--- src/hw/bus_pkg.sv ---
package bus_pkg;

    // data word width of the core
    localparam int XLEN = 32;

    // one enable bit per byte lane
    typedef logic [3:0] byte_en_t;

    // lane word, same 32 bits seen as bytes or halfwords
    // b[0] is bits 7:0, h[0] is bits 15:0
    typedef union packed {
        logic [3:0][7:0]  b;
        logic [1:0][15:0] h;
    } lane_word_u;

    // shared ram size in words
    // lower half kernel, upper half program
    localparam int RAM_WORDS = 2048;

    // index is {program bit, addr[11:2]}
    localparam int RAM_IDX_W = 11;

endpackage

--- src/hw/ram_port_if.sv ---
`timescale 1ns/1ps

// data side port of the shared ram
// rdata valid one cycle after an edge with en high
interface ram_port_if import bus_pkg::*; ();

    logic                 en;
    byte_en_t             we;
    logic [RAM_IDX_W-1:0] idx;
    logic [XLEN-1:0]      wdata;
    logic [XLEN-1:0]      rdata;

    // controller owns the strobe and address
    // it also sees the aligned store word for mmio writes
    modport ctrl (output en, we, idx, input wdata);

    // lane unit supplies store data, consumes raw read word
    modport lane (output wdata, input rdata);

    modport ram (input en, we, idx, wdata, output rdata);

endinterface

--- src/hw/byte_lane_unit.sv ---
`timescale 1ns/1ps

module byte_lane_unit import bus_pkg::*; (
    input  logic            clk,
    input  logic            rst,
    input  byte_en_t        dben,
    input  logic [XLEN-1:0] dwdata,
    input  logic            issue,
    ram_port_if.lane        ram,
    output logic [XLEN-1:0] lane_rdata
);

    // enable of the access in flight, used when the read word returns
    byte_en_t   ben_q;
    lane_word_u st_word;
    lane_word_u ld_word;

    // store side
    // low byte or halfword of dwdata moved up to the selected lanes
    always_comb begin
        st_word = '0;
        case (dben)
            4'b0001: st_word.b[0] = dwdata[7:0];
            4'b0010: st_word.b[1] = dwdata[7:0];
            4'b0100: st_word.b[2] = dwdata[7:0];
            4'b1000: st_word.b[3] = dwdata[7:0];
            4'b0011: st_word.h[0] = dwdata[15:0];
            // middle halfword straddles both halves
            4'b0110: begin
                st_word.b[1] = dwdata[7:0];
                st_word.b[2] = dwdata[15:8];
            end
            4'b1100: st_word.h[1] = dwdata[15:0];
            // anything else is a full word
            default: st_word = dwdata;
        endcase
    end

    assign ram.wdata = st_word;

    // enable captured with the ram strobe
    always_ff @(posedge clk) begin
        if (rst) begin
            ben_q <= '0;
        end else if (issue) begin
            ben_q <= dben;
        end
    end

    assign ld_word = ram.rdata;

    // load side
    // pick the addressed lane, zero extend, no sign handling
    always_comb begin
        case (ben_q)
            4'b0001: lane_rdata = {24'h0, ld_word.b[0]};
            4'b0010: lane_rdata = {24'h0, ld_word.b[1]};
            4'b0100: lane_rdata = {24'h0, ld_word.b[2]};
            4'b1000: lane_rdata = {24'h0, ld_word.b[3]};
            4'b0011: lane_rdata = {16'h0, ld_word.h[0]};
            4'b0110: lane_rdata = {16'h0, ld_word.b[2], ld_word.b[1]};
            4'b1100: lane_rdata = {16'h0, ld_word.h[1]};
            default: lane_rdata = ld_word;
        endcase
    end

endmodule

--- src/flat_wrapper.sv ---
// flat-port wrapper written by rule: the top's interface ports become plain ports
module byte_lane_unit_flat import bus_pkg::*;
  (clk, rst, dben, dwdata, issue, lane_rdata, ram_wdata, ram_rdata);
  ram_port_if ram_i ();
  input  logic clk;
  input  logic rst;
  input  byte_en_t dben;
  input  logic [XLEN-1:0] dwdata;
  input  logic issue;
  output logic [XLEN-1:0] lane_rdata;
  output wire logic [$bits(ram_i.wdata)-1:0] ram_wdata;
  input wire logic [$bits(ram_i.rdata)-1:0] ram_rdata;
  assign ram_wdata = ram_i.wdata;
  assign ram_i.rdata = ram_rdata;
  byte_lane_unit u_core (.clk(clk), .rst(rst), .dben(dben), .dwdata(dwdata), .issue(issue), .ram(ram_i), .lane_rdata(lane_rdata));
endmodule
--- config.mk ---
export PLATFORM = sky130hd
export DESIGN_NAME = byte_lane_unit_flat
export DESIGN_NICKNAME = d
export VERILOG_FILES = /design/src/hw/bus_pkg.sv /design/src/hw/ram_port_if.sv /design/src/hw/byte_lane_unit.sv /design/src/flat_wrapper.sv
export SDC_FILE = /design/constraint.sdc
export NUM_CORES = 1
export LEC_CHECK = 0
export ABC_AREA = 1
export BUFFER_PORTS_ARGS = -buffer_cell sky130_fd_sc_hd__buf_4
export CORE_MARGIN = 1
export CORE_UTILIZATION = 43
export DETAILED_ROUTE_END_ITERATION = 8
export GPL_ROUTABILITY_DRIVEN = 0
export PLACE_DENSITY = 0.88
export SLEW_MARGIN = 5
export SYNTH_ARGS = -nofsm -noshare
export SYNTH_HDL_FRONTEND = slang
export SYNTH_SLANG_ARGS = --single-unit
--- constraint.sdc ---
create_clock -name clk -period 3.4 [get_ports clk]
set_input_delay 0.68 -clock clk [delete_from_list [all_inputs] [get_ports clk]]
set_output_delay 0.68 -clock clk [all_outputs]
set_load 0.005 [all_outputs]
Yosys cells after proc, flatten, opt, wreduce, memory -nomap -nowiden
Index checks and enable logic that the tools add are counted.
{ "word_totals": {"regBits": 4, "latch_bits": 0, "ramBits": 0, "mem_bits_ro": 0, "inputBits": 71, "output_inout_bits": 64, "elab_cells": 26, "memories": 0} }
{ "op_classes": {"addsub": 0, "n_mul": 0, "div": 0, "order_cmp": 0, "eq_ne": 14, "shift": 0, "n_mux": 5, "bitwise_logic": 0, "n_reduce_logical": 6} }
{ "ops": {"columns": ["op", "n"], "rows": [
  ["$pmux 32 s7", 1],
  ["$pmux 8 s3", 2],
  ["$eq 4x2->1 const B", 4],
  ["$eq 4x3->1 const B", 4],
  ["$eq 4x4->1 const B", 4],
  ["$pmux 8 s2", 1],
  ["$reduce_or 5->1", 2],
  ["$eq 4x1->1 const B", 2],
  ["$mux 8", 1],
  ["$reduce_or 4->1", 2],
  ["$reduce_or 2->1", 2]
]} }

Logic depth before layout (Yosys ltp)
Gate-level depths: netlist of the first run.
{ "logic_depth": {"ltp_word": 3, "ltp_mapped": 8, "mapped_depth_nobuf": 7} }

Worst setup path before layout of the first run
No wires, ideal clock.
{ "synth_timing": {"path_kind": "in2out", "startpoint": "input port dben[3]", "endpoint": "output port ram_wdata[16]", "arrival_time_ps": 1384, "required_ps": 2720, "slack_ps": 1336, "cell_stages": 8, "path_buffers": 1, "path_cell_list": "buf_4 -> inv_2 -> nand2_1 -> nor2_4 -> nand2_1 -> nand2_1 -> inv_1 -> nand2_1"} }
{ "synth_via": {"elab_chain_len": 3, "elab_cells_between_ends": 10, "cone_classes": "7 x eq/ne; 1 x mux; 2 x reduce/logical"} }
{ "synth_lines": {"columns": ["item", "line", "source"], "rows": [
  ["from (decl)", "flat_wrapper.sv:7", "input byte_en_t dben;"],
  ["$eq 4x1->1, or another cell as far along", "byte_lane_unit.sv:22", "case (dben)"],
  ["$reduce_or 4->1 (no source line) / $reduce_or 2->1 (equally long branches)", null, null],
  ["$pmux 8 s3 *", "byte_lane_unit.sv:22", null],
  ["to (decl)", "flat_wrapper.sv:11", "output wire logic [$bits(ram_i.wdata)-1:0] ram_wdata;"]
]} }
Every way passes the cells marked *; elsewhere a longest branch is shown, timed or not.

Worst setup path in the final report of the first run
{ "layout_timing": {"startpoint": "register u_core.ben_q[3]", "endpoint": "output port lane_rdata[15]"} }
{ "layout_via": {"elab_chain_len": 2, "elab_cells_between_ends": 8, "cone_classes": "7 x eq/ne; 1 x mux"} }
{ "layout_lines": {"columns": ["item", "line", "source"], "rows": [
  ["from (decl)", "byte_lane_unit.sv:14", "byte_en_t ben_q;"],
  ["from (signal assigned)", "byte_lane_unit.sv:46", "ben_q <= dben;"],
  ["$eq 4x4->1, or another cell as far along", "byte_lane_unit.sv:55", "case (ben_q)"],
  ["$pmux 32 s7 *", "byte_lane_unit.sv:55", null],
  ["to (decl)", "flat_wrapper.sv:10", "output logic [XLEN-1:0] lane_rdata;"]
]} }
Marks and branches as above.

==> results_dict.tcl, run 1 <==
set metrics [dict create \
    status "finished, final reports clean" \
    hold_violations 0 \
    cts-resized-gates 0 \
    numCtsBuffers 3 \
    synth_fp_nets 404 \
    post_cts_buffers 0 \
    synth-edff-count 0 \
    vias 2614 \
    hold_buffers 0 \
    finalCritPeriodShare 0.757 \
    critPathSlowestCell "dfxtp_1" \
    syn2layout_area_growth_pct 59.9 \
    clk_path_buf_depth 2 \
    async_reset_ff_frac 0 \
    cp_max_fo 17 \
    leakagePower_nw 1.59 \
    netlist.area_leader.share 0.259 \
    fill_cells 357 \
    coreArea_um2 3690 \
    post-route-min-period_ns 2.57 \
    critPathKind "flop to output pin" \
    start_util 0.452 \
    grt_setup_unrepaired "no" \
    synth_ff_type "dfxtp_1" \
    total_power_w 0.000562 \
    grt_pass1_vias 2313 \
    postRouteAntennaNets 0 \
    setup_tns_ns 0 \
    htree_levels 1 \
    finish.utilization 0.723 \
    synth_cell_type_count 23 \
    ys_warn_count 0 \
    worst_path_most_repeated_cell "nand2_1" \
    synth_top_area_cell "nand2_1" \
    cts_tree "built" \
    fp.dieW_um 64.3 \
    crit_chain "inv_2 > nand2_1 > nand2_1 > nand2_2 > nand2_2 > nand2_1 > nand2_1 > buf_4" \
    cp.required_ns 2.72 \
    slowest_delay_ns 0.64 \
    cts.sinks 4 \
    die_area_um2 4130 \
    clock_latency_ns 0.22 \
    first_iter_violations 280 \
    preCtsSetupSlack_ns 0.932 \
    cp.arrival_ns 1.89 \
    syn_area_um2 1670 \
    wirelength_um 6490 \
    port_buffers 134 \
    hold_class "flop to flop" \
    overflow 0 \
    max_slew_margin 0.574 \
    grt_first_pass_wirelength_um 10400 \
    yosys_register_bits 4 \
    drv_cap 0 \
    max_freq_mhz 389 \
    top_register "u_core.ben_q" \
    fin_ws_ns 0.827 \
    grt_usage 0.306 \
    largest_register_ffs 4 \
    syn_inst 333 \
    die_h_um 64.3 \
    synth_most_common_cell "nand2_1" \
    fin_worst_skew_ns 0 \
    antenna_found_initial 0 \
    ir_drop_mv 0.122 \
    viasPerCell 5.21 \
    path_clk_slew_ns 0.03 \
    hpwl_um 5250 \
    ys_seq_area_frac 0.0480 \
    worstMarginPinSlew_ns 0.639 \
    synth_area_per_cell_um2 5.01 \
    netlist_top_cells_area "nand2_1 (26%), nand4_1 (18%), nand3_1 (10%)" \
    timing.hold.ws_ns 0.615 \
    drive_gt1_frac 0.348 \
    nets 527 \
    io_pins 135 \
    finalMaxSlewViolations 0 \
    grt_max_degree 27 \
    start_kind "flop" \
    std_cell_rows 22 \
    cts_root_buffer "clkbuf_8" \
    drt_pass1_iterations 5 \
    drc_errors 0 \
    diodes 0 \
    finalSetupViolCount 0 \
    cp-end-kind "output pin" \
    power_density_nw_per_um2 211 \
    reg_top3 "u_core.ben_q x4" \
    synth_top_cells_by_count "nand2_1 (115), nand4_1 (48), inv_1 (44), nand3_1 (34), nor2_1 (30)" \
    avgRoutedWirePerCell_um 12.9 \
]
[report_power, final]
group | switching, W | internal (W)
Combinational | 0.000198 | 0.000202
Clock | 0.0000257 | 0.0000756
Sequential | 0.00000948 | 0.0000506
Total | 0.000234 | 0.000329
[layout make-up]
class / count / area [um2] / share of cell area
Multi-Input combinational cell: 263 / 1280 / 0.481
Timing Repair Buffer: 136 / 1020 / 0.383
Inverter: 48 / 180 / 0.0676
Sequential cell: 4 / 80.1 / 0.0300
Tap cell: 48 / 60.1 / 0.0225
Clock buffer: 3 / 41.3 / 0.0155
[cells in the final DEF (no fill, tap or decap), drive strengths merged]
cell type	instances
buf	136
nand2	120
nand4	48
inv	48
nand3	36
nor2	36
a21boi	9
a21oi	7
a211oi	4
dfxtp	4
clkbuf	3
o21ai	2
nand3b	1
[worst paths after layout]
| path | slack (ns) | start | cells after the start | endpoint |
|---|---|---|---|---|
| worst max-delay path | 0.83 | u_core.ben_q[3]$_SDFFE_PP0P_ | 8 | lane_rdata[15] |
| worst max register to register | 2.39 | u_core.ben_q[3]$_SDFFE_PP0P_ | 2 | u_core.ben_q[3]$_SDFFE_PP0P_ |
| worst min register to register | 0.62 | u_core.ben_q[0]$_SDFFE_PP0P_ | 2 | u_core.ben_q[0]$_SDFFE_PP0P_ |
| worst min-delay path | 0.62 | u_core.ben_q[0]$_SDFFE_PP0P_ | 2 | u_core.ben_q[0]$_SDFFE_PP0P_ |
[critical path: cells and delay by family (launching register included)]
family,cells,cell delay [ns]
buf+inv,2,0.23
flops,1,0.64
simple gates,6,0.79
[per-stage QoR]
| stage | instance area, um2 | cells |
|---|---|---|
| 4_1_cts | 2670 | 502 |
| 6_report | 2670 | 502 |
| 3_3_place_gp | 2630 | 499 |
| 2_1_floorplan | 1670 | 333 |
| 3_5_place_dp | 2630 | 499 |
| 5_1_grt | 2670 | 502 |
[cells by family after synthesis]
| kind of cell | after synthesis | synth area share |
|---|---|---|
| compound gates | 22 | 0.0878 |
| simple gates | 241 | 0.682 |
| buf+inv | 66 | 0.182 |
| flops | 4 | 0.0480 |
[per-layer routing]
| metal | vias to the layer above | part of all wire | track usage | wire length, um |
|---|---|---|---|---|
| met2 | 132 | 0.49 | 0.543 | 3190 |
| li1 | 1344 | - | - | - |
| met4 | 0 | 0.0094 | 0.0694 | 61 |
| met3 | 8 | 0.074 | 0.0321 | 481 |
| met1 | 1130 | 0.42 | 0.391 | 2760 |
| met5 | - | 0 | 0 | 0 |
(Power assumes the default switching activity.)
==> inputs of run 2 (changes only) <==
--- a/config.mk
+++ b/config.mk
@@ -8,10 +8,10 @@
 export ABC_AREA = 1
 export BUFFER_PORTS_ARGS = -buffer_cell sky130_fd_sc_hd__buf_4
 export CORE_MARGIN = 1
-export CORE_UTILIZATION = 43
+export CORE_UTILIZATION = 40
 export DETAILED_ROUTE_END_ITERATION = 8
 export GPL_ROUTABILITY_DRIVEN = 0
-export PLACE_DENSITY = 0.88
+export PLACE_DENSITY = 0.83
 export SLEW_MARGIN = 5
 export SYNTH_ARGS = -nofsm -noshare
 export SYNTH_HDL_FRONTEND = slang
==> constraint.sdc (replaced) <==
create_clock -name clk -period 2.5 [get_ports clk]
set_input_delay 0.5 -clock clk [delete_from_list [all_inputs] [get_ports clk]]
set_output_delay 0.5 -clock clk [all_outputs]
set_load 0.005 [all_outputs]
==> run 2 against run 1 <==
Net effect: global-route usage down 1.6 points; worst hold slack worse by 0.13 ns; sequential power up 33%; largest cell class unchanged; clock skew unchanged; non-clock buffer count rose by 2.
==> results_dict.tcl, run 2 (same netlist as run 1, synthesis figures left out) <==
set metrics [dict create \
    cts.sinks 4 \
    cp_max_fo 17 \
    final_common_cell "buf_4" \
    drive_gt1_frac 0.351 \
    crit_family "simple AND/OR/NAND/NOR gates" \
    finalMaxSlewViolations 0 \
    vias 2661 \
    clk_path_buf_depth 2 \
    hpwl_um 5150 \
    post_cts_buffers 0 \
    crit_chain "inv_1 > nand2_1 > nand2_2 > nand2_2 > nand2_1 > nand2_1 > buf_4" \
    die_h_um 66.6 \
    cts_root_buffer "clkbuf_8" \
    htree_levels 1 \
    reg_top3 "u_core.ben_q x4" \
    fp.dieW_um 66.6 \
    avgRoutedWirePerCell_um 12.6 \
    start_kind "flop" \
    total_power_w 0.000763 \
    grt_max_degree 21 \
    first_iter_violations 189 \
    final_cell_mix "buf_4 (138), nand2_1 (115), nand4_1 (48)" \
    top_register "u_core.ben_q" \
    nets 529 \
    largest_register_ffs 4 \
    io_pins 135 \
    max_freq_mhz 439 \
    drc_errors 0 \
    grt_pass1_vias 2289 \
    critPathSlowestCell "dfxtp_1" \
    timing.hold.ws_ns 0.483 \
    wirelength_um 6390 \
    std_cell_rows 23 \
    cts-resized-gates 0 \
    setup_tns_ns 0 \
    finish.utilization 0.671 \
    cts_tree "built" \
    diodes 0 \
    start_util 0.417 \
    hold_class "input port to flop" \
    grt_first_pass_wirelength_um 10200 \
    clock_latency_ns 0.22 \
    coreArea_um2 4000 \
    path_clk_slew_ns 0.03 \
    post-route-min-period_ns 2.28 \
    power_density_nw_per_um2 284 \
    viasPerCell 5.26 \
    slowest_delay_ns 0.62 \
    finalSetupViolCount 0 \
    die_area_um2 4430 \
    status "finished, final reports clean" \
    drv_cap 0 \
    syn2layout_area_growth_pct 60.9 \
    finalCritPeriodShare 0.912 \
    worst_path_most_repeated_cell "nand2_1" \
    port_buffers 134 \
    worstMarginPinSlew_ns 0.501 \
    critical_path_buf_inv_count 2 \
    drt_pass1_iterations 4 \
    max_slew_margin 0.665 \
    hold_violations 0 \
    leakagePower_nw 1.60 \
    fin_worst_skew_ns 0 \
    fill_cells 398 \
    cp-end-kind "output pin" \
    critPathKind "flop to output pin" \
    ir_drop_mv 0.128 \
    grt_usage 0.290 \
    cp.arrival_ns 1.78 \
    grt_setup_unrepaired "no" \
    antenna_found_initial 0 \
    cp.required_ns 2.00 \
    overflow 0 \
    hold_buffers 0 \
    postRouteAntennaNets 0 \
    numCtsBuffers 3 \
]
==> run 2: cell types whose count changed in the layout (fill, tap and decap cells not counted), sizes merged <==
cell	delta
buf	+2
==> run 2: area by class of cell <==
type / count / area, um2 / area share
Timing Repair Buffer: 138 / 1040 / 0.386
Inverter: 48 / 180 / 0.0671
Sequential cell: 4 / 80.1 / 0.0298
Multi-Input combinational cell: 263 / 1280 / 0.478
Tap cell: 50 / 62.6 / 0.0233
Clock buffer: 3 / 41.3 / 0.0154
==> run 2: power breakdown <==
part,internal [W],switching [W],total (W)
combinational,0.000277,0.000269,0.000546
clock,0.000103,0.0000345,0.000137
sequential,0.0000688,0.0000111,0.0000799
==> run 2: path summary, 6_finish.rpt <==
path                                      from                            to  slack, ns  cells past startpoint
setup / recovery  u_core.ben_q[1]$_SDFFE_PP0P_                 lane_rdata[9]       0.22                      7
hold / removal                             rst  u_core.ben_q[2]$_SDFFE_PP0P_       0.48                      2
setup reg to reg  u_core.ben_q[1]$_SDFFE_PP0P_  u_core.ben_q[1]$_SDFFE_PP0P_       1.53                      2
hold reg to reg   u_core.ben_q[2]$_SDFFE_PP0P_  u_core.ben_q[2]$_SDFFE_PP0P_       0.53                      2
==> run 2: per-stage QoR <==
step | std cells | worst slack (ns) | instance area [um2]
6_report | 506 | 0.220 | 2680
5_1_grt | 506 | 0.0585 | 2680
4_1_cts | 506 | 0.211 | 2680
3_5_place_dp | 503 | 0.428 | 2640
3_3_place_gp | 503 | 0.451 | 2640
2_1_floorplan | 333 | 0.796 | 1670
==> run 2: layer usage <==
layer  share of wire  wire, um  global-route usage  vias to the layer above
li1                -         -                   -                     1341
met1            0.41      2640               0.349                     1183
met2            0.50      3190               0.519                      127
met3           0.077       489              0.0411                       10
met4           0.012        76              0.0984                        0
met5               0         0                   0                        -
