[src/hw/mem_map_pkg.sv]
package mem_map_pkg;

    // where a data address lands
    typedef enum logic [1:0] {
        REGION_KERNEL,
        REGION_PROG,
        REGION_MMIO,
        REGION_UNMAPPED
    } mem_region_e;

    // upper address tags
    // kernel is 0x0000_xxxx and read/write
    localparam logic [15:0] KERNEL_TAG = 16'h0000;
    // program is 0x0001_xxxx and read only from the data side
    localparam logic [15:0] PROG_TAG = 16'h0001;
    // mmio page at 0xAAAA_Axxx
    localparam logic [19:0] MMIO_TAG = 20'haaaaa;

    // offset width inside the mmio page
    localparam int MMIO_OFS_W = 12;

    // register offsets within the page
    localparam logic [MMIO_OFS_W-1:0] UART_DATA_OFS = 12'h400;
    localparam logic [MMIO_OFS_W-1:0] UART_STAT_OFS = 12'h404;
    localparam logic [MMIO_OFS_W-1:0] DISP_OFS      = 12'h008;
    localparam logic [MMIO_OFS_W-1:0] LED_OFS       = 12'h00c;

    // uart status word layout
    localparam int UART_TX_FULL_BIT    = 1;
    localparam int UART_RX_PRESENT_BIT = 0;

endpackage

[src/hw/bus_pkg.sv]
package bus_pkg;

    // data word width of the core
    localparam int XLEN = 32;

    // one enable bit per byte lane
    typedef logic [3:0] byte_en_t;

    // lane word, same 32 bits seen as bytes or halfwords
    // b[0] is bits 7:0, h[0] is bits 15:0
    typedef union packed {
        logic [3:0][7:0]  b;
        logic [1:0][15:0] h;
    } lane_word_u;

    // shared ram size in words
    // lower half kernel, upper half program
    localparam int RAM_WORDS = 2048;

    // index is {program bit, addr[11:2]}
    localparam int RAM_IDX_W = 11;

endpackage

[src/hw/ram_port_if.sv]
`timescale 1ns/1ps

// data side port of the shared ram
// rdata valid one cycle after an edge with en high
interface ram_port_if import bus_pkg::*; ();

    logic                 en;
    byte_en_t             we;
    logic [RAM_IDX_W-1:0] idx;
    logic [XLEN-1:0]      wdata;
    logic [XLEN-1:0]      rdata;

    // controller owns the strobe and address
    // it also sees the aligned store word for mmio writes
    modport ctrl (output en, we, idx, input wdata);

    // lane unit supplies store data, consumes raw read word
    modport lane (output wdata, input rdata);

    modport ram (input en, we, idx, wdata, output rdata);

endinterface

[src/hw/mmio_if.sv]
`timescale 1ns/1ps

// register access path from the controller to the mmio block
// wen/ren are single cycle strobes, rdata follows ofs combinationally
interface mmio_if import bus_pkg::*; import mem_map_pkg::*; ();

    logic                  wen;
    logic                  ren;
    logic [MMIO_OFS_W-1:0] ofs;
    logic [XLEN-1:0]       wdata;
    logic [XLEN-1:0]       rdata;

    modport ctrl (output wen, ren, ofs, wdata, input rdata);

    modport regs (input wen, ren, ofs, wdata, output rdata);

endinterface

[src/hw/mem_controller.sv]
`timescale 1ns/1ps

module mem_controller import bus_pkg::*; import mem_map_pkg::*; (
    input  logic            clk,
    input  logic            rst,
    input  logic            dreq,
    output logic            dack,
    input  logic [XLEN-1:0] daddr,
    input  logic            dwe,
    input  byte_en_t        dben,
    output logic [XLEN-1:0] drdata,
    input  logic [XLEN-1:0] lane_rdata,
    ram_port_if.ctrl        ram,
    mmio_if.ctrl            mmio
);

    typedef enum logic [1:0] {
        ST_IDLE,
        ST_ISSUE,
        ST_DONE
    } ctrl_state_e;

    ctrl_state_e     state;
    mem_region_e     region;
    logic            issuing;
    logic            to_mmio;
    logic [XLEN-1:0] mmio_rdata_q;

    // region decode, core holds daddr for the whole transfer
    always_comb begin
        if (daddr[31:16] == KERNEL_TAG) begin
            region = REGION_KERNEL;
        end else if (daddr[31:16] == PROG_TAG) begin
            region = REGION_PROG;
        end else if (daddr[31:12] == MMIO_TAG) begin
            region = REGION_MMIO;
        end else begin
            region = REGION_UNMAPPED;
        end
    end

    assign issuing = (state == ST_ISSUE);
    assign to_mmio = issuing && (region == REGION_MMIO);

    // ram strobe for both ram regions
    // writes only land in kernel space
    assign ram.en  = issuing && ((region == REGION_KERNEL) || (region == REGION_PROG));
    assign ram.we  = (issuing && (region == REGION_KERNEL) && dwe) ? dben : '0;
    assign ram.idx = {daddr[16], daddr[11:2]};

    // mmio strobes, data is the lane aligned store word
    assign mmio.wen   = to_mmio && dwe;
    assign mmio.ren   = to_mmio && !dwe;
    assign mmio.ofs   = to_mmio ? daddr[MMIO_OFS_W-1:0] : '0;
    assign mmio.wdata = (to_mmio && dwe) ? ram.wdata : '0;

    // idle -> issue -> done, done waits for dreq to drop
    always_ff @(posedge clk) begin
        if (rst) begin
            state <= ST_IDLE;
            dack  <= 1'b0;
        end else begin
            case (state)
                ST_IDLE: begin
                    if (dreq) begin
                        state <= ST_ISSUE;
                    end
                end
                ST_ISSUE: state <= ST_DONE;
                ST_DONE: begin
                    if (!dack) begin
                        dack <= 1'b1;
                    end else if (!dreq) begin
                        dack  <= 1'b0;
                        state <= ST_IDLE;
                    end
                end
                default: state <= ST_IDLE;
            endcase
        end
    end

    // mmio read value sampled while ofs is presented
    always_ff @(posedge clk) begin
        if (issuing) begin
            mmio_rdata_q <= mmio.rdata;
        end
    end

    // read return, captured together with dack rising
    always_ff @(posedge clk) begin
        if ((state == ST_DONE) && !dack && !dwe) begin
            case (region)
                REGION_KERNEL, REGION_PROG: drdata <= lane_rdata;
                REGION_MMIO:                drdata <= mmio_rdata_q;
                default:                    drdata <= '0;
            endcase
        end
    end

    // ack only answers a request seen on the edge before
    a_ack_needs_req: assert property (
        @(posedge clk) disable iff (rst) $rose(dack) |-> $past(dreq)
    );

    // never both ram and mmio written in one cycle
    a_one_target: assert property (
        @(posedge clk) disable iff (rst) !(ram.en && mmio.wen)
    );

endmodule

[src/flat_wrapper.sv]
// flat-port wrapper written by rule: the top's interface ports become plain ports
module mem_controller_flat import bus_pkg::*; import mem_map_pkg::*;
  (clk, rst, dreq, dack, daddr, dwe, dben, drdata, lane_rdata, ram_en, ram_we, ram_idx, ram_wdata, mmio_wen, mmio_ren, mmio_ofs, mmio_wdata, mmio_rdata);
  ram_port_if ram_i ();
  mmio_if mmio_i ();
  input  logic clk;
  input  logic rst;
  input  logic dreq;
  output logic dack;
  input  logic [XLEN-1:0] daddr;
  input  logic dwe;
  input  byte_en_t dben;
  output logic [XLEN-1:0] drdata;
  input  logic [XLEN-1:0] lane_rdata;
  output wire logic [$bits(ram_i.en)-1:0] ram_en;
  output wire logic [$bits(ram_i.we)-1:0] ram_we;
  output wire logic [$bits(ram_i.idx)-1:0] ram_idx;
  input wire logic [$bits(ram_i.wdata)-1:0] ram_wdata;
  output wire logic [$bits(mmio_i.wen)-1:0] mmio_wen;
  output wire logic [$bits(mmio_i.ren)-1:0] mmio_ren;
  output wire logic [$bits(mmio_i.ofs)-1:0] mmio_ofs;
  output wire logic [$bits(mmio_i.wdata)-1:0] mmio_wdata;
  input wire logic [$bits(mmio_i.rdata)-1:0] mmio_rdata;
  assign ram_en = ram_i.en;
  assign ram_we = ram_i.we;
  assign ram_idx = ram_i.idx;
  assign ram_i.wdata = ram_wdata;
  assign mmio_wen = mmio_i.wen;
  assign mmio_ren = mmio_i.ren;
  assign mmio_ofs = mmio_i.ofs;
  assign mmio_wdata = mmio_i.wdata;
  assign mmio_i.rdata = mmio_rdata;
  mem_controller u_core (.clk(clk), .rst(rst), .dreq(dreq), .dack(dack), .daddr(daddr), .dwe(dwe), .dben(dben), .drdata(drdata), .lane_rdata(lane_rdata), .ram(ram_i), .mmio(mmio_i));
endmodule
[config.mk]
export PLATFORM = sky130hd
export DESIGN_NAME = mem_controller_flat
export DESIGN_NICKNAME = d
export VERILOG_FILES = /design/src/hw/mem_map_pkg.sv /design/src/hw/bus_pkg.sv /design/src/hw/ram_port_if.sv /design/src/hw/mmio_if.sv /design/src/hw/mem_controller.sv /design/src/flat_wrapper.sv
export SDC_FILE = /design/constraint.sdc
export NUM_CORES = 1
export LEC_CHECK = 0
export BUFFER_PORTS_ARGS = -buffer_cell sky130_fd_sc_hd__buf_2
export CAP_MARGIN = 10
export CORE_MARGIN = 3
export CORE_UTILIZATION = 42
export DETAILED_ROUTE_END_ITERATION = 7
export PLACE_DENSITY = 0.84
export SLEW_MARGIN = 20
export SYNTH_ARGS = -nofsm -noshare
export SYNTH_HDL_FRONTEND = slang
export SYNTH_SLANG_ARGS = --single-unit
[constraint.sdc]
create_clock -name clk -period 4.36 [get_ports clk]
set_input_delay 0.218 -clock clk [delete_from_list [all_inputs] [get_ports clk]]
set_output_delay 0.218 -clock clk [all_outputs]
set_load 0.03 [all_outputs]
* After elaboration in Yosys (flattened, before gate mapping)
Index checks and enable logic that the tools add are counted. W data, S select, Z words.
Storage, ports and cells: register bits 67, input bits 136
Cells by class: equality and inequality tests 9, multiplexer cells 13, reduce and logical (&&, ||, !) cells 16
Operator list (number):
- $pmux W32 S2 | 1
- $mux W32 | 1
- $eq A20 B20 Y1 const B | 1
- $eq A16 B1 Y1 const B | 1
- $logic_not A16 Y1 | 1
- $mux W12 | 1
- $mux W2 | 5
- $logic_and A1 B1 Y1 | 8
- $pmux W2 S3 | 1
- $eq A2 B1 Y1 const B | 2
- $eq A2 B2 Y1 const B | 2
- $logic_not A2 Y1 | 2
- $mux W4 | 1
- $ne A2 B2 Y1 const B | 2
- $mux W1 | 3
- $reduce_and A3 Y1 | 1
- $logic_not A1 Y1 | 2
- $ne A2 B1 Y1 const B | 1
- $reduce_or A2 Y1 | 1
- $logic_or A1 B1 Y1 | 1

* Depth between registers and ports, before layout
Gate-level depths: netlist of the first run.
word-level depth 8, gate-level depth with buffers 5

* Least setup slack after synthesis of the first run
OpenSTA, ideal clock, no wires.
kind input to register, from input dwe, to register u_core.drdata[0], enable pin, library setup time 461 ps, data arrival time 2859 ps, slack 1040 ps, stages on the path 3, path through clkbuf_1 clkbuf_1 nor3_1
On the way: longest elaborated chain between the ends 2
Ends and longest elaborated chain:
- from (decl) | line flat_wrapper.sv:11 | input logic dwe;
- $logic_not A1 Y1 | line mem_controller.sv:92 | if ((state == ST_DONE) && !dack && !dwe) begin
- $logic_and A1 B1 Y1 | line mem_controller.sv:92
- to (signal assigned) | line mem_controller.sv:94 | REGION_KERNEL, REGION_PROG: drdata <= lane_rdata;
- to (signal assigned) | line mem_controller.sv:95 | REGION_MMIO: drdata <= mmio_rdata_q;
- to (decl) | line mem_controller.sv:11 | output logic [XLEN-1:0] drdata,
Every way passes these cells. A chain may end at the register's enable or synchronous reset.

* Worst setup path after layout of the first run
from register u_core.state[1], to output mmio_ofs[5]
On the way: longest elaborated chain between the ends 3
Ends and longest elaborated chain:
- from (decl) | line mem_controller.sv:23 | ctrl_state_e state;
- from (signal assigned) | line mem_controller.sv:60 | state <= ST_IDLE;
- from (signal assigned) | line mem_controller.sv:66 | state <= ST_ISSUE;
- from (signal assigned) | line mem_controller.sv:69 | ST_ISSUE: state <= ST_DONE;
- $eq A2 B1 Y1 | line mem_controller.sv:42 | assign issuing = (state == ST_ISSUE);
- $logic_and A1 B1 Y1 | line mem_controller.sv:43 | assign to_mmio = issuing && (region == REGION_MMIO);
- $mux W12 | line mem_controller.sv:54 | assign mmio.ofs = to_mmio ? daddr[MMIO_OFS_W-1:0] : '0;
- to (decl) | line flat_wrapper.sv:21 | output wire logic [$bits(mmio_i.ofs)-1:0] mmio_ofs;
Every way passes these cells.

==> impl_metrics.env, run 1 <==
export IMPL_status="complete, no violations"
export IMPL_synth_seq_cells=67
export IMPL_finalWirelength_mm=9.51
export IMPL_critPathCapture="mmio_ofs[5]"
export IMPL_max_freq_mhz=366
export IMPL_max_stage_delay_ns=0.72
export IMPL_crit_path_start="u_core.state[1]$_SDFFE_PP0P_"
export IMPL_switching_share_pct=21.6
export IMPL_syn_nets=396
export IMPL_placedCellCount=557
export IMPL_cts_htree_levels=3
export IMPL_nNetsFinal=602
export IMPL_p_clk_share_pct=40.6
export IMPL_critPathMaxFanout=57
export IMPL_overflow=0
export IMPL_row_count=32
export IMPL_vias=2994
export IMPL_final_cell_mix="buf_2 (230), edfxtp_1 (64), nor3_2 (41)"
export IMPL_yosys_top_cells_area="edfxtp_1 (57%), nor3_2 (12%), a32o_1 (9.5%)"
export IMPL_cts_resized=0
export IMPL_start_util_pct=43.4
export IMPL_cp_cell_sequence="nand2b_1 > inv_2 > buf_4 > nand2_1 > nor3_2 > buf_2"
export IMPL_ys_warnings_count=0
export IMPL_io_buffers=230
export IMPL_rr_startpoint="u_core.state[1]$_SDFFE_PP0P_"
export IMPL_final_antenna_net_count=0
export IMPL_end_kind="primary output"
export IMPL_synth_seq_area_share_pct=58.8
export IMPL_dp_final_hpwl_mm=7.10
export IMPL_grt_first_pass_wirelength_mm=14.0
export IMPL_comb_power_share_pct=10.0
export IMPL_first_pass_iters=5
export IMPL_worstMarginPinSlew_ns=0.951
export IMPL_min_period_ns=2.73
export IMPL_post_cts_buffers=0
export IMPL_vias_per_cell=5.23
export IMPL_syn_inst=260
export IMPL_grt_pass1_vias=2878
export IMPL_fin_setup_tns_ns=0
export IMPL_grt_max_degree=58
export IMPL_core_area_sq_um=7770
export IMPL_place_congestion=0.922
export IMPL_synth_cell_type_count=25
export IMPL_critical_path_arrival_ns=2.51
export IMPL_dr_first_iter_drc_count=106
export IMPL_critPathSlowestCell="inv_2"
export IMPL_die_w_um=95.6
export IMPL_ir_drop_mv=0.181
export IMPL_slew_headroom_pct=36.5
export IMPL_cts_tree="yes"
export IMPL_dieArea_sq_um=9130
export IMPL_die_h_um=95.6
export IMPL_p_switching_mw=0.321
export IMPL_io_pins=231
export IMPL_cts_buffer_depth=2
export IMPL_yosys_area_top_type_share_pct=57.0
export IMPL_ctsHoldBuffers=0
export IMPL_pwr_share_seq_pct=49.4
export IMPL_regToRegSetupSlack_ns=2.32
export IMPL_drive_above_1_share_pct=62.8
export IMPL_internal_power_mw=1.17
export IMPL_diodes=0
export IMPL_criticalPathCategory="flop to primary output"
export IMPL_layoutNonFillerInstCount=573
export IMPL_yosysTopAreaCell="edfxtp_1"
export IMPL_final_common_cell="buf_2"
export IMPL_drc=0
export IMPL_cp_start_kind="flop"
export IMPL_ctsRootBufferMaster="clkbuf_8"
export IMPL_hold_viol=0
export IMPL_setup_violations=0
export IMPL_avgSynthCellArea_sq_um=13.0
export IMPL_cts_buffers=9
export IMPL_finalCritPeriodShare_pct=62.6
export IMPL_syn_cell_area_sq_um=3370
export IMPL_power_density_nw_per_um2=315
export IMPL_hold_path_class="input pin to flop"
export IMPL_track_usage_pct=19.9
export IMPL_p_total_mw=1.49
export IMPL_drv_slew=0
export IMPL_worstPathRequired_ns=4.14
export IMPL_rsz0062_at_grt="no"
export IMPL_leakagePower_nw=1.92
export IMPL_clk_insertion_delay_late_ns=0.33
export IMPL_antenna_found_initial=0
export IMPL_fin_skew_ns=0.00625
export IMPL_maxCapViolations=0
export IMPL_worstReg2RegEnd="u_core.mmio_rdata_q[26]$_DFFE_PN_"
export IMPL_wl_per_cell_um=16.6
export IMPL_path_clk_slew_ns=0.07
export IMPL_area_delta_synth_final_pct=40.1
export IMPL_clkSinkCount=67
export IMPL_r2r_cells=3
[layer usage]
layer / vias up / routed length, um / track usage, %
li1: 1426 / - / -
met1: 1380 / 3520 / 23.9
met2: 170 / 4920 / 35.0
met3: 18 / 905 / 4.89
met4: 0 / 166 / 6.16
met5: - / 0 / 0
[state kept, by name (all words and copies together), names as in the netlist]
signal and cells:
u_core.drdata 32, u_core.state 2, u_core.mmio_rdata_q 32, u_core.dack 1
[power by group through the flow]
stage	Clock, mW	Sequential (mW)	Combinational [mW]
after global routing	0.646	0.737	0.163
final	0.604	0.736	0.148
after CTS	0.615	0.736	0.150
after detailed placement	0	0.749	0.149
after global placement	0	0.748	0.145
after floorplan	0	0.764	0.0568
[through the flow]
step	setup slack (ns)	utilization (%)	hold slack [ns]	instance area (sq um)
floorplan	1.04	-	0.287	3370
global placement	1.82	57.6	0.396	4470
detailed placement	1.77	57.6	0.396	4470
CTS	1.59	60.7	0.0403	4710
global route	1.36	60.8	0.0371	4720
finish	1.63	60.8	0.0550	4720
[worst min path at each step]
stage	from	slack [ns]	cells past startpoint	endpoint
6_report	mmio_rdata[15]	0.06	1	u_core.mmio_rdata_q[15]$_DFFE_PN_
4_1_cts	mmio_rdata[22]	0.04	1	u_core.mmio_rdata_q[22]$_DFFE_PN_
2_1_floorplan	rst	0.29	1	u_core.dack$_SDFFE_PP0N_
3_3_place_gp	mmio_rdata[4]	0.40	1	u_core.mmio_rdata_q[4]$_DFFE_PN_
3_5_place_dp	mmio_rdata[21]	0.40	1	u_core.mmio_rdata_q[21]$_DFFE_PN_
5_1_grt	mmio_rdata[15]	0.04	1	u_core.mmio_rdata_q[15]$_DFFE_PN_
[worst max-delay path: cells and delay by family, from the launching register on]
| kind | cells | cell delay, ns |
|---|---|---|
| buf+inv | 3 | 1.39 |
| simple gates | 3 | 0.44 |
| flops | 1 | 0.32 |
[cells in the mapped netlist]
library cell	n
nor3_1	7
dfxtp_1	3
buf_4	11
and2_1	2
clkbuf_1	23
buf_2	1
nor2b_1	1
or4_1	1
or3_1	1
nor4_2	1
nand3_1	33
a21o_1	1
nand2_1	16
a21oi_1	2
inv_1	1
nand2b_1	2
and4_1	5
nor4_1	5
nor4bb_1	1
nor3_2	40
nand4b_1	1
a32o_1	32
edfxtp_1	64
buf_6	5
clkinv_1	1
[logic make-up (layout without fill, tap and decap cells)]
| family | Yosys count | in the layout | synth area share [%] |
|---|---|---|---|
| AND/OR/NAND/NOR | 116 | 116 | 24.1 |
| AO/OA/AOI/OAI | 35 | 35 | 10.0 |
| flip-flops | 67 | 67 | 58.8 |
| buffers and inverters | 42 | 253 | 7.05 |
[cell type report]
class                   count  area, sq um
fillers                   627         3050
flip-flops and latches     67         1980
repair buffers            235         1190
multi-input cells         151         1170
well taps                 102          128
clock buffers               9          124
clock inverters             7          116
inverters                   2         7.51
(Power assumes the default switching activity.)
==> run 2: changes to the inputs <==
--- a/config.mk
+++ b/config.mk
@@ -5,12 +5,13 @@
 export SDC_FILE = /design/constraint.sdc
 export NUM_CORES = 1
 export LEC_CHECK = 0
+export ABC_AREA = 1
 export BUFFER_PORTS_ARGS = -buffer_cell sky130_fd_sc_hd__buf_2
 export CAP_MARGIN = 10
 export CORE_MARGIN = 3
-export CORE_UTILIZATION = 42
+export CORE_UTILIZATION = 37
 export DETAILED_ROUTE_END_ITERATION = 7
-export PLACE_DENSITY = 0.84
+export PLACE_DENSITY = 0.79
 export SLEW_MARGIN = 20
 export SYNTH_ARGS = -nofsm -noshare
 export SYNTH_HDL_FRONTEND = slang
==> constraint.sdc (replaced) <==
create_clock -name clk -period 2.3 [get_ports clk]
set_input_delay 0.115 -clock clk [delete_from_list [all_inputs] [get_ports clk]]
set_output_delay 0.115 -clock clk [all_outputs]
set_load 0.03 [all_outputs]
==> run 2 against run 1 <==
  * Die area increased by 9.4%
  * Non-clock buffer count increased by 36
  * Clock power increased by 62%
  * Largest cell class unchanged
  * Clock-buffer cell count increased by 1
  * Power increased by 80%
  * Core utilization decreased by 1.5 points
  * Highest routed layer unchanged
==> impl_metrics.env, run 2 <==
export IMPL_status="complete, no violations"
export IMPL_cts_resized=0
export IMPL_hold_path_class="input pin to flop"
export IMPL_die_h_um=100
export IMPL_synth_xor_area_share_pct=0
export IMPL_grt_pass1_vias=3136
export IMPL_cts_tree="yes"
export IMPL_core_area_sq_um=8380
export IMPL_p_clk_share_pct=36.4
export IMPL_yosys_top_cells_area="edfxtp_1 (59%), nand3_1 (10%), inv_1 (6.7%)"
export IMPL_fin_skew_ns=0.00770
export IMPL_switching_share_pct=23.9
export IMPL_drc=0
export IMPL_criticalPathCategory="flop to primary output"
export IMPL_synth_seq_area_share_pct=60.7
export IMPL_start_util_pct=39.0
export IMPL_vias_per_cell=4.48
export IMPL_synth_ff_type="edfxtp_1"
export IMPL_ctsHoldBuffers=33
export IMPL_yosys_top_cells_count="nand3_1 (66), edfxtp_1 (64), inv_1 (58)"
export IMPL_comb_power_share_pct=11.6
export IMPL_worstMarginPinSlew_ns=0.591
export IMPL_slew_headroom_pct=60.5
export IMPL_area_delta_synth_final_pct=52.1
export IMPL_syn_cell_area_sq_um=3270
export IMPL_ys_warnings_count=0
export IMPL_power_density_nw_per_um2=540
export IMPL_synth_compound_area_share_pct=0.306
export IMPL_max_freq_mhz=479
export IMPL_setup_violations=0
export IMPL_first_pass_iters=4
export IMPL_grt_first_pass_wirelength_mm=15.0
export IMPL_fin_setup_tns_ns=0
export IMPL_finalWirelength_mm=9.85
export IMPL_cts_buffer_depth=2
export IMPL_post_cts_buffers=0
export IMPL_syn_inst=337
export IMPL_io_pins=231
export IMPL_avgSynthCellArea_sq_um=9.69
export IMPL_maxCapViolations=0
export IMPL_io_buffers=230
export IMPL_critPathMaxFanout=33
export IMPL_cts_buffers=9
export IMPL_final_cell_mix="buf_2 (230), nand3_1 (66), edfxtp_1 (64)"
export IMPL_rsz0062_at_grt="no"
export IMPL_dp_slack_ns=0.268
export IMPL_final_common_cell="buf_2"
export IMPL_yosys_area_top_type_share_pct=58.8
export IMPL_grt_max_degree=34
export IMPL_hold_viol=0
export IMPL_final_util_pct=59.3
export IMPL_async_flop_share_pct=0
export IMPL_end_kind="primary output"
export IMPL_cts_htree_levels=3
export IMPL_diodes=0
export IMPL_fin_ws_ns=0.212
export IMPL_synth_top_family_by_area="simple AND/OR/NAND/NOR gates"
export IMPL_path_clk_slew_ns=0.07
export IMPL_reg_largest_list="u_core.drdata: 32 flops, u_core.mmio_rdata_q: 32 flops, u_core.state: 2 flops"
export IMPL_dp_final_hpwl_mm=7.40
export IMPL_final_antenna_net_count=0
export IMPL_synth_mux_area_share_pct=0
export IMPL_pwr_share_seq_pct=51.9
export IMPL_drv_slew=0
export IMPL_clk_insertion_delay_late_ns=0.34
export IMPL_leakagePower_nw=2.61
export IMPL_worstPathRequired_ns=2.18
export IMPL_synth_most_common_cell="nand3_1"
export IMPL_row_count=33
export IMPL_antenna_found_initial=0
export IMPL_synth_seq_cells=67
export IMPL_syn_nets=473
export IMPL_synth_cell_type_count=18
export IMPL_dr_first_iter_drc_count=93
export IMPL_clkSinkCount=67
export IMPL_r2r_cells=5
export IMPL_ir_drop_mv=0.242
export IMPL_synth_adder_area_share_pct=0
export IMPL_cp_start_kind="flop"
export IMPL_yosysTopAreaCell="edfxtp_1"
export IMPL_overflow=0
export IMPL_die_w_um=100
export IMPL_place_congestion=0.857
export IMPL_wl_per_cell_um=14.0
export IMPL_nNetsFinal=728
export IMPL_finalCritPeriodShare_pct=90.8
export IMPL_synthSimpleGateAreaFrac_pct=26.8
export IMPL_vias=3148
export IMPL_track_usage_pct=19.4
export IMPL_p_switching_mw=0.641
export IMPL_critical_path_arrival_ns=1.97
export IMPL_min_period_ns=2.09
export IMPL_dieArea_sq_um=9990
export IMPL_min_path_cells=3
export IMPL_drive_above_1_share_pct=46.9
export IMPL_ctsRootBufferMaster="clkbuf_8"
export IMPL_synth_edf_count=64
export IMPL_internal_power_mw=2.04
-- run 2: changes by cell type after synthesis, moves of 22 or more --
| cell | change |
|---|---|
| a32o_1 | -32 |
| inv_1 | +57 |
| nor2_2 | +22 |
| nand3_1 | +33 |
| clkbuf_1 | -23 |
| nand2_1 | +29 |
| nor3_2 | -40 |
| nor2_1 | +41 |
-- run 2: final timing paths --
| path | slack [ns] | startpoint | end |
|---|---|---|---|
| max | 0.21 | u_core.state[1]$_SDFFE_PP0P_ | mmio_wdata[27] |
| max reg2reg | 0.85 | u_core.state[1]$_SDFFE_PP0P_ | u_core.drdata[13]$_DFFE_PP_ |
| min | 0.03 | dreq | u_core.state[0]$_SDFFE_PP0P_ |
| min reg2reg | 0.44 | u_core.state[1]$_SDFFE_PP0P_ | u_core.state[0]$_SDFFE_PP0P_ |
-- run 2: cells by family (layout without fill, tap and decap cells) --
group                  Yosys count  count (layout)
AND/OR/NAND/NOR                183             183
AO/OA/AOI/OAI                    2               2
flip-flops                      67              67
buffers and inverters           85             345
-- run 2: power groups by stage --
stage | combinational [mW] | clock, mW | sequential, mW
floorplan | 0.0920 | 0 | 1.45
global placement | 0.264 | 0 | 1.42
detailed placement | 0.267 | 0 | 1.42
CTS | 0.314 | 0.995 | 1.39
global route | 0.341 | 1.05 | 1.40
finish | 0.312 | 0.977 | 1.39
-- run 2: cell type report --
type | count | area (sq um)
tap | 105 | 131
clock inverter | 6 | 72.6
clock buffer | 10 | 128
timing repair buffer | 271 | 1540
sequential | 67 | 1980
multi-input combinational | 185 | 897
inverter | 58 | 218
fill | 710 | 3410
-- run 2: metrics by stage --
stage                     std cells  cell area, sq um  hold slack (ns)  power [mW]
final                           702              4970           0.0309        2.68
after global routing            702              4970           0.0248        2.79
after CTS                       702              4970           0.0190        2.70
after detailed placement        653              4440            0.293        1.69
after global placement          653              4440            0.292        1.68
after floorplan                 337              3270            0.184        1.54
-- run 2: critical path, stage by stage (launching register included) --
cell     delay (ns)
dfxtp_1        0.32
inv_1          0.06
nand2_1        0.09
inv_1          0.16
nand4_4        0.49
nor2_1         0.27
buf_2          0.23
-- run 2: layer usage --
metal | GRT usage, % | part of all wire (%)
met4 | 7.67 | 1.8
met2 | 32.7 | 52
met5 | 0 | 0
met1 | 24.1 | 38
met3 | 4.17 | 8.4
==> run 3: changes to the inputs <==
--- a/config.mk
+++ b/config.mk
@@ -9,9 +9,9 @@
 export BUFFER_PORTS_ARGS = -buffer_cell sky130_fd_sc_hd__buf_2
 export CAP_MARGIN = 10
 export CORE_MARGIN = 3
-export CORE_UTILIZATION = 37
+export CORE_UTILIZATION = 41
 export DETAILED_ROUTE_END_ITERATION = 7
-export PLACE_DENSITY = 0.79
+export PLACE_DENSITY = 0.83
 export SLEW_MARGIN = 20
 export SYNTH_ARGS = -nofsm -noshare
 export SYNTH_HDL_FRONTEND = slang
==> constraint.sdc (replaced) <==
create_clock -name clk -period 2.17 [get_ports clk]
set_input_delay 0.1085 -clock clk [delete_from_list [all_inputs] [get_ports clk]]
set_output_delay 0.1085 -clock clk [all_outputs]
set_load 0.03 [all_outputs]
==> run 3 against run 2 <==
  * Power rose by 4.3%
  * Final cell count down 0.71%
  * Non-clock buffer count is the same
  * Critical path depth rose by 1
  * Core utilization increased by 7.3 points
  * First-iteration DRC count shrank 14%
  * Register-to-register slack got worse by 0.18 ns
  * Clock skew is 0.0012 ns lower
  * Sequential power up 6%
  * Highest routed layer unchanged
==> impl_metrics.env, run 3 (synthesized netlist as in run 2, its figures left out) <==
export IMPL_end_kind="primary output"
export IMPL_grt_pass1_vias=3141
export IMPL_cts_tree="yes"
export IMPL_clkSinkCount=67
export IMPL_cts_buffer_depth=2
export IMPL_fillCellCount=600
export IMPL_hold_path_class="input pin to flop"
export IMPL_reg_largest_list="u_core.drdata: 32 flops, u_core.mmio_rdata_q: 32 flops, u_core.state: 2 flops"
export IMPL_diodes=0
export IMPL_drive_above_1_share_pct=46.8
export IMPL_status="complete, no violations"
export IMPL_setup_violations=0
export IMPL_cp_start_kind="flop"
export IMPL_worstMarginPinSlew_ns=0.423
export IMPL_crit_path_start="u_core.state[1]$_SDFFE_PP0P_"
export IMPL_placed_area_sq_um=4430
export IMPL_finalWirelength_mm=9.86
export IMPL_final_antenna_net_count=0
export IMPL_area_delta_synth_final_pct=52.5
export IMPL_clk_insertion_delay_late_ns=0.33
export IMPL_rr_startpoint="u_core.state[1]$_SDFFE_PP0P_"
export IMPL_final_cell_mix="buf_2 (230), nand3_1 (66), edfxtp_1 (64)"
export IMPL_vias_per_cell=4.59
export IMPL_overflow=0
export IMPL_core_area_sq_um=7490
export IMPL_grt_first_pass_wirelength_mm=14.7
export IMPL_maxCapViolations=0
export IMPL_dr_first_iter_drc_count=80
export IMPL_cp_cell_sequence="inv_1 > nand2_1 > inv_1 > buf_4 > nand3_4 > nor2_1 > buf_2"
export IMPL_grt_max_degree=35
export IMPL_place_congestion=0.812
export IMPL_crit_path_frequent_cell="inv_1"
export IMPL_finalCritPeriodShare_pct=90.3
export IMPL_hold_viol=0
export IMPL_power_density_nw_per_um2=562
export IMPL_criticalPathCategory="flop to primary output"
export IMPL_path_buf_inv=4
export IMPL_start_util_pct=43.6
export IMPL_worstPathRequired_ns=2.06
export IMPL_critPathMaxFanout=13
export IMPL_row_count=31
export IMPL_dp_final_hpwl_mm=7.34
export IMPL_die_h_um=95.3
export IMPL_cts_buffers=9
export IMPL_post_cts_buffers=0
export IMPL_min_from="dreq"
export IMPL_wl_per_cell_um=14.1
export IMPL_fin_setup_tns_ns=0
export IMPL_path_clk_slew_ns=0.07
export IMPL_io_pins=231
export IMPL_leakagePower_nw=2.62
export IMPL_drc=0
export IMPL_critical_path_arrival_ns=1.85
export IMPL_critPathSlowestCell="dfxtp_1"
export IMPL_final_area_sq_um=4980
export IMPL_max_freq_mhz=510
export IMPL_max_stage_delay_ns=0.32
export IMPL_dieArea_sq_um=9080
export IMPL_die_w_um=95.3
export IMPL_antenna_found_initial=0
export IMPL_final_common_cell="buf_2"
export IMPL_io_buffers=230
export IMPL_rsz0062_at_grt="no"
export IMPL_track_usage_pct=21.2
export IMPL_ir_drop_mv=0.352
export IMPL_cp_top_family="buffers and inverters"
export IMPL_fin_skew_ns=0.00645
export IMPL_slew_headroom_pct=71.8
export IMPL_drv_slew=0
export IMPL_ctsRootBufferMaster="clkbuf_8"
export IMPL_first_pass_iters=4
export IMPL_cts_htree_levels=3
export IMPL_min_period_ns=1.96
export IMPL_vias=3202
export IMPL_nNetsFinal=729
[run 3: report_power, final]
| group | switching (mW) | leakage (nW) | internal [mW] |
|---|---|---|---|
| combinational | 0.175 | 1.91 | 0.160 |
| clock | 0.456 | 0.0943 | 0.531 |
| sequential | 0.0145 | 0.617 | 1.46 |
[run 3: path summary, 6_finish.rpt]
check / endpoint / slack [ns] / depth (start not counted)
setup / recovery: mmio_ren / 0.21 / 7
hold / removal: u_core.state[0]$_SDFFE_PP0P_ / 0.05 / 3
setup reg to reg: u_core.drdata[30]$_DFFE_PP_ / 0.67 / 5
hold reg to reg: u_core.state[0]$_SDFFE_PP0P_ / 0.45 / 1
[run 3: worst register-to-register path: cells and delay by family, from the launching register on]
family,cells,cell delay [ns]
simple gates,2,0.24
buf+inv,3,0.55
flops,1,0.34
[run 3: what timing repair did]
item / CTS / global route
setup endpoints to repair: 0 / 30
resized for setup: 0 / 2
hold buffers: 33 / 0
endpoints found under the hold margin: 35 / 0
[run 3: stage by stage]
stage | hold WS [ns] | power [mW] | instances | worst slack [ns] | util, %
after floorplan | 0.178 | 1.63 | 337 | 0.0900 | -
after global placement | 0.286 | 1.78 | 647 | 0.484 | 59.2
after detailed placement | 0.287 | 1.79 | 647 | 0.380 | 59.2
after CTS | 0.0228 | 2.82 | 696 | 0.0370 | 66.2
after global routing | 0.0442 | 2.93 | 697 | 0.0151 | 66.6
final | 0.0462 | 2.80 | 697 | 0.211 | 66.6
[run 3: area by class of cell]
class / count / area [sq um] / area share [%]
flip-flops and latches: 67 / 1980 / 39.8
repair buffers: 271 / 1540 / 30.9
multi-input cells: 186 / 926 / 18.6
inverters: 58 / 218 / 4.37
clock buffers: 10 / 128 / 2.56
well taps: 99 / 124 / 2.49
clock inverters: 6 / 63.8 / 1.28
[run 3: routing by layer]
metal	wire (um)	vias up	global-route usage, %	share of wire (%)
met4	121	0	6.61	1.2
met1	3830	1445	25.4	39
met5	0	-	0	0
met3	792	11	6.24	8.0
met2	5120	152	36.7	52
li1	-	1594	-	-
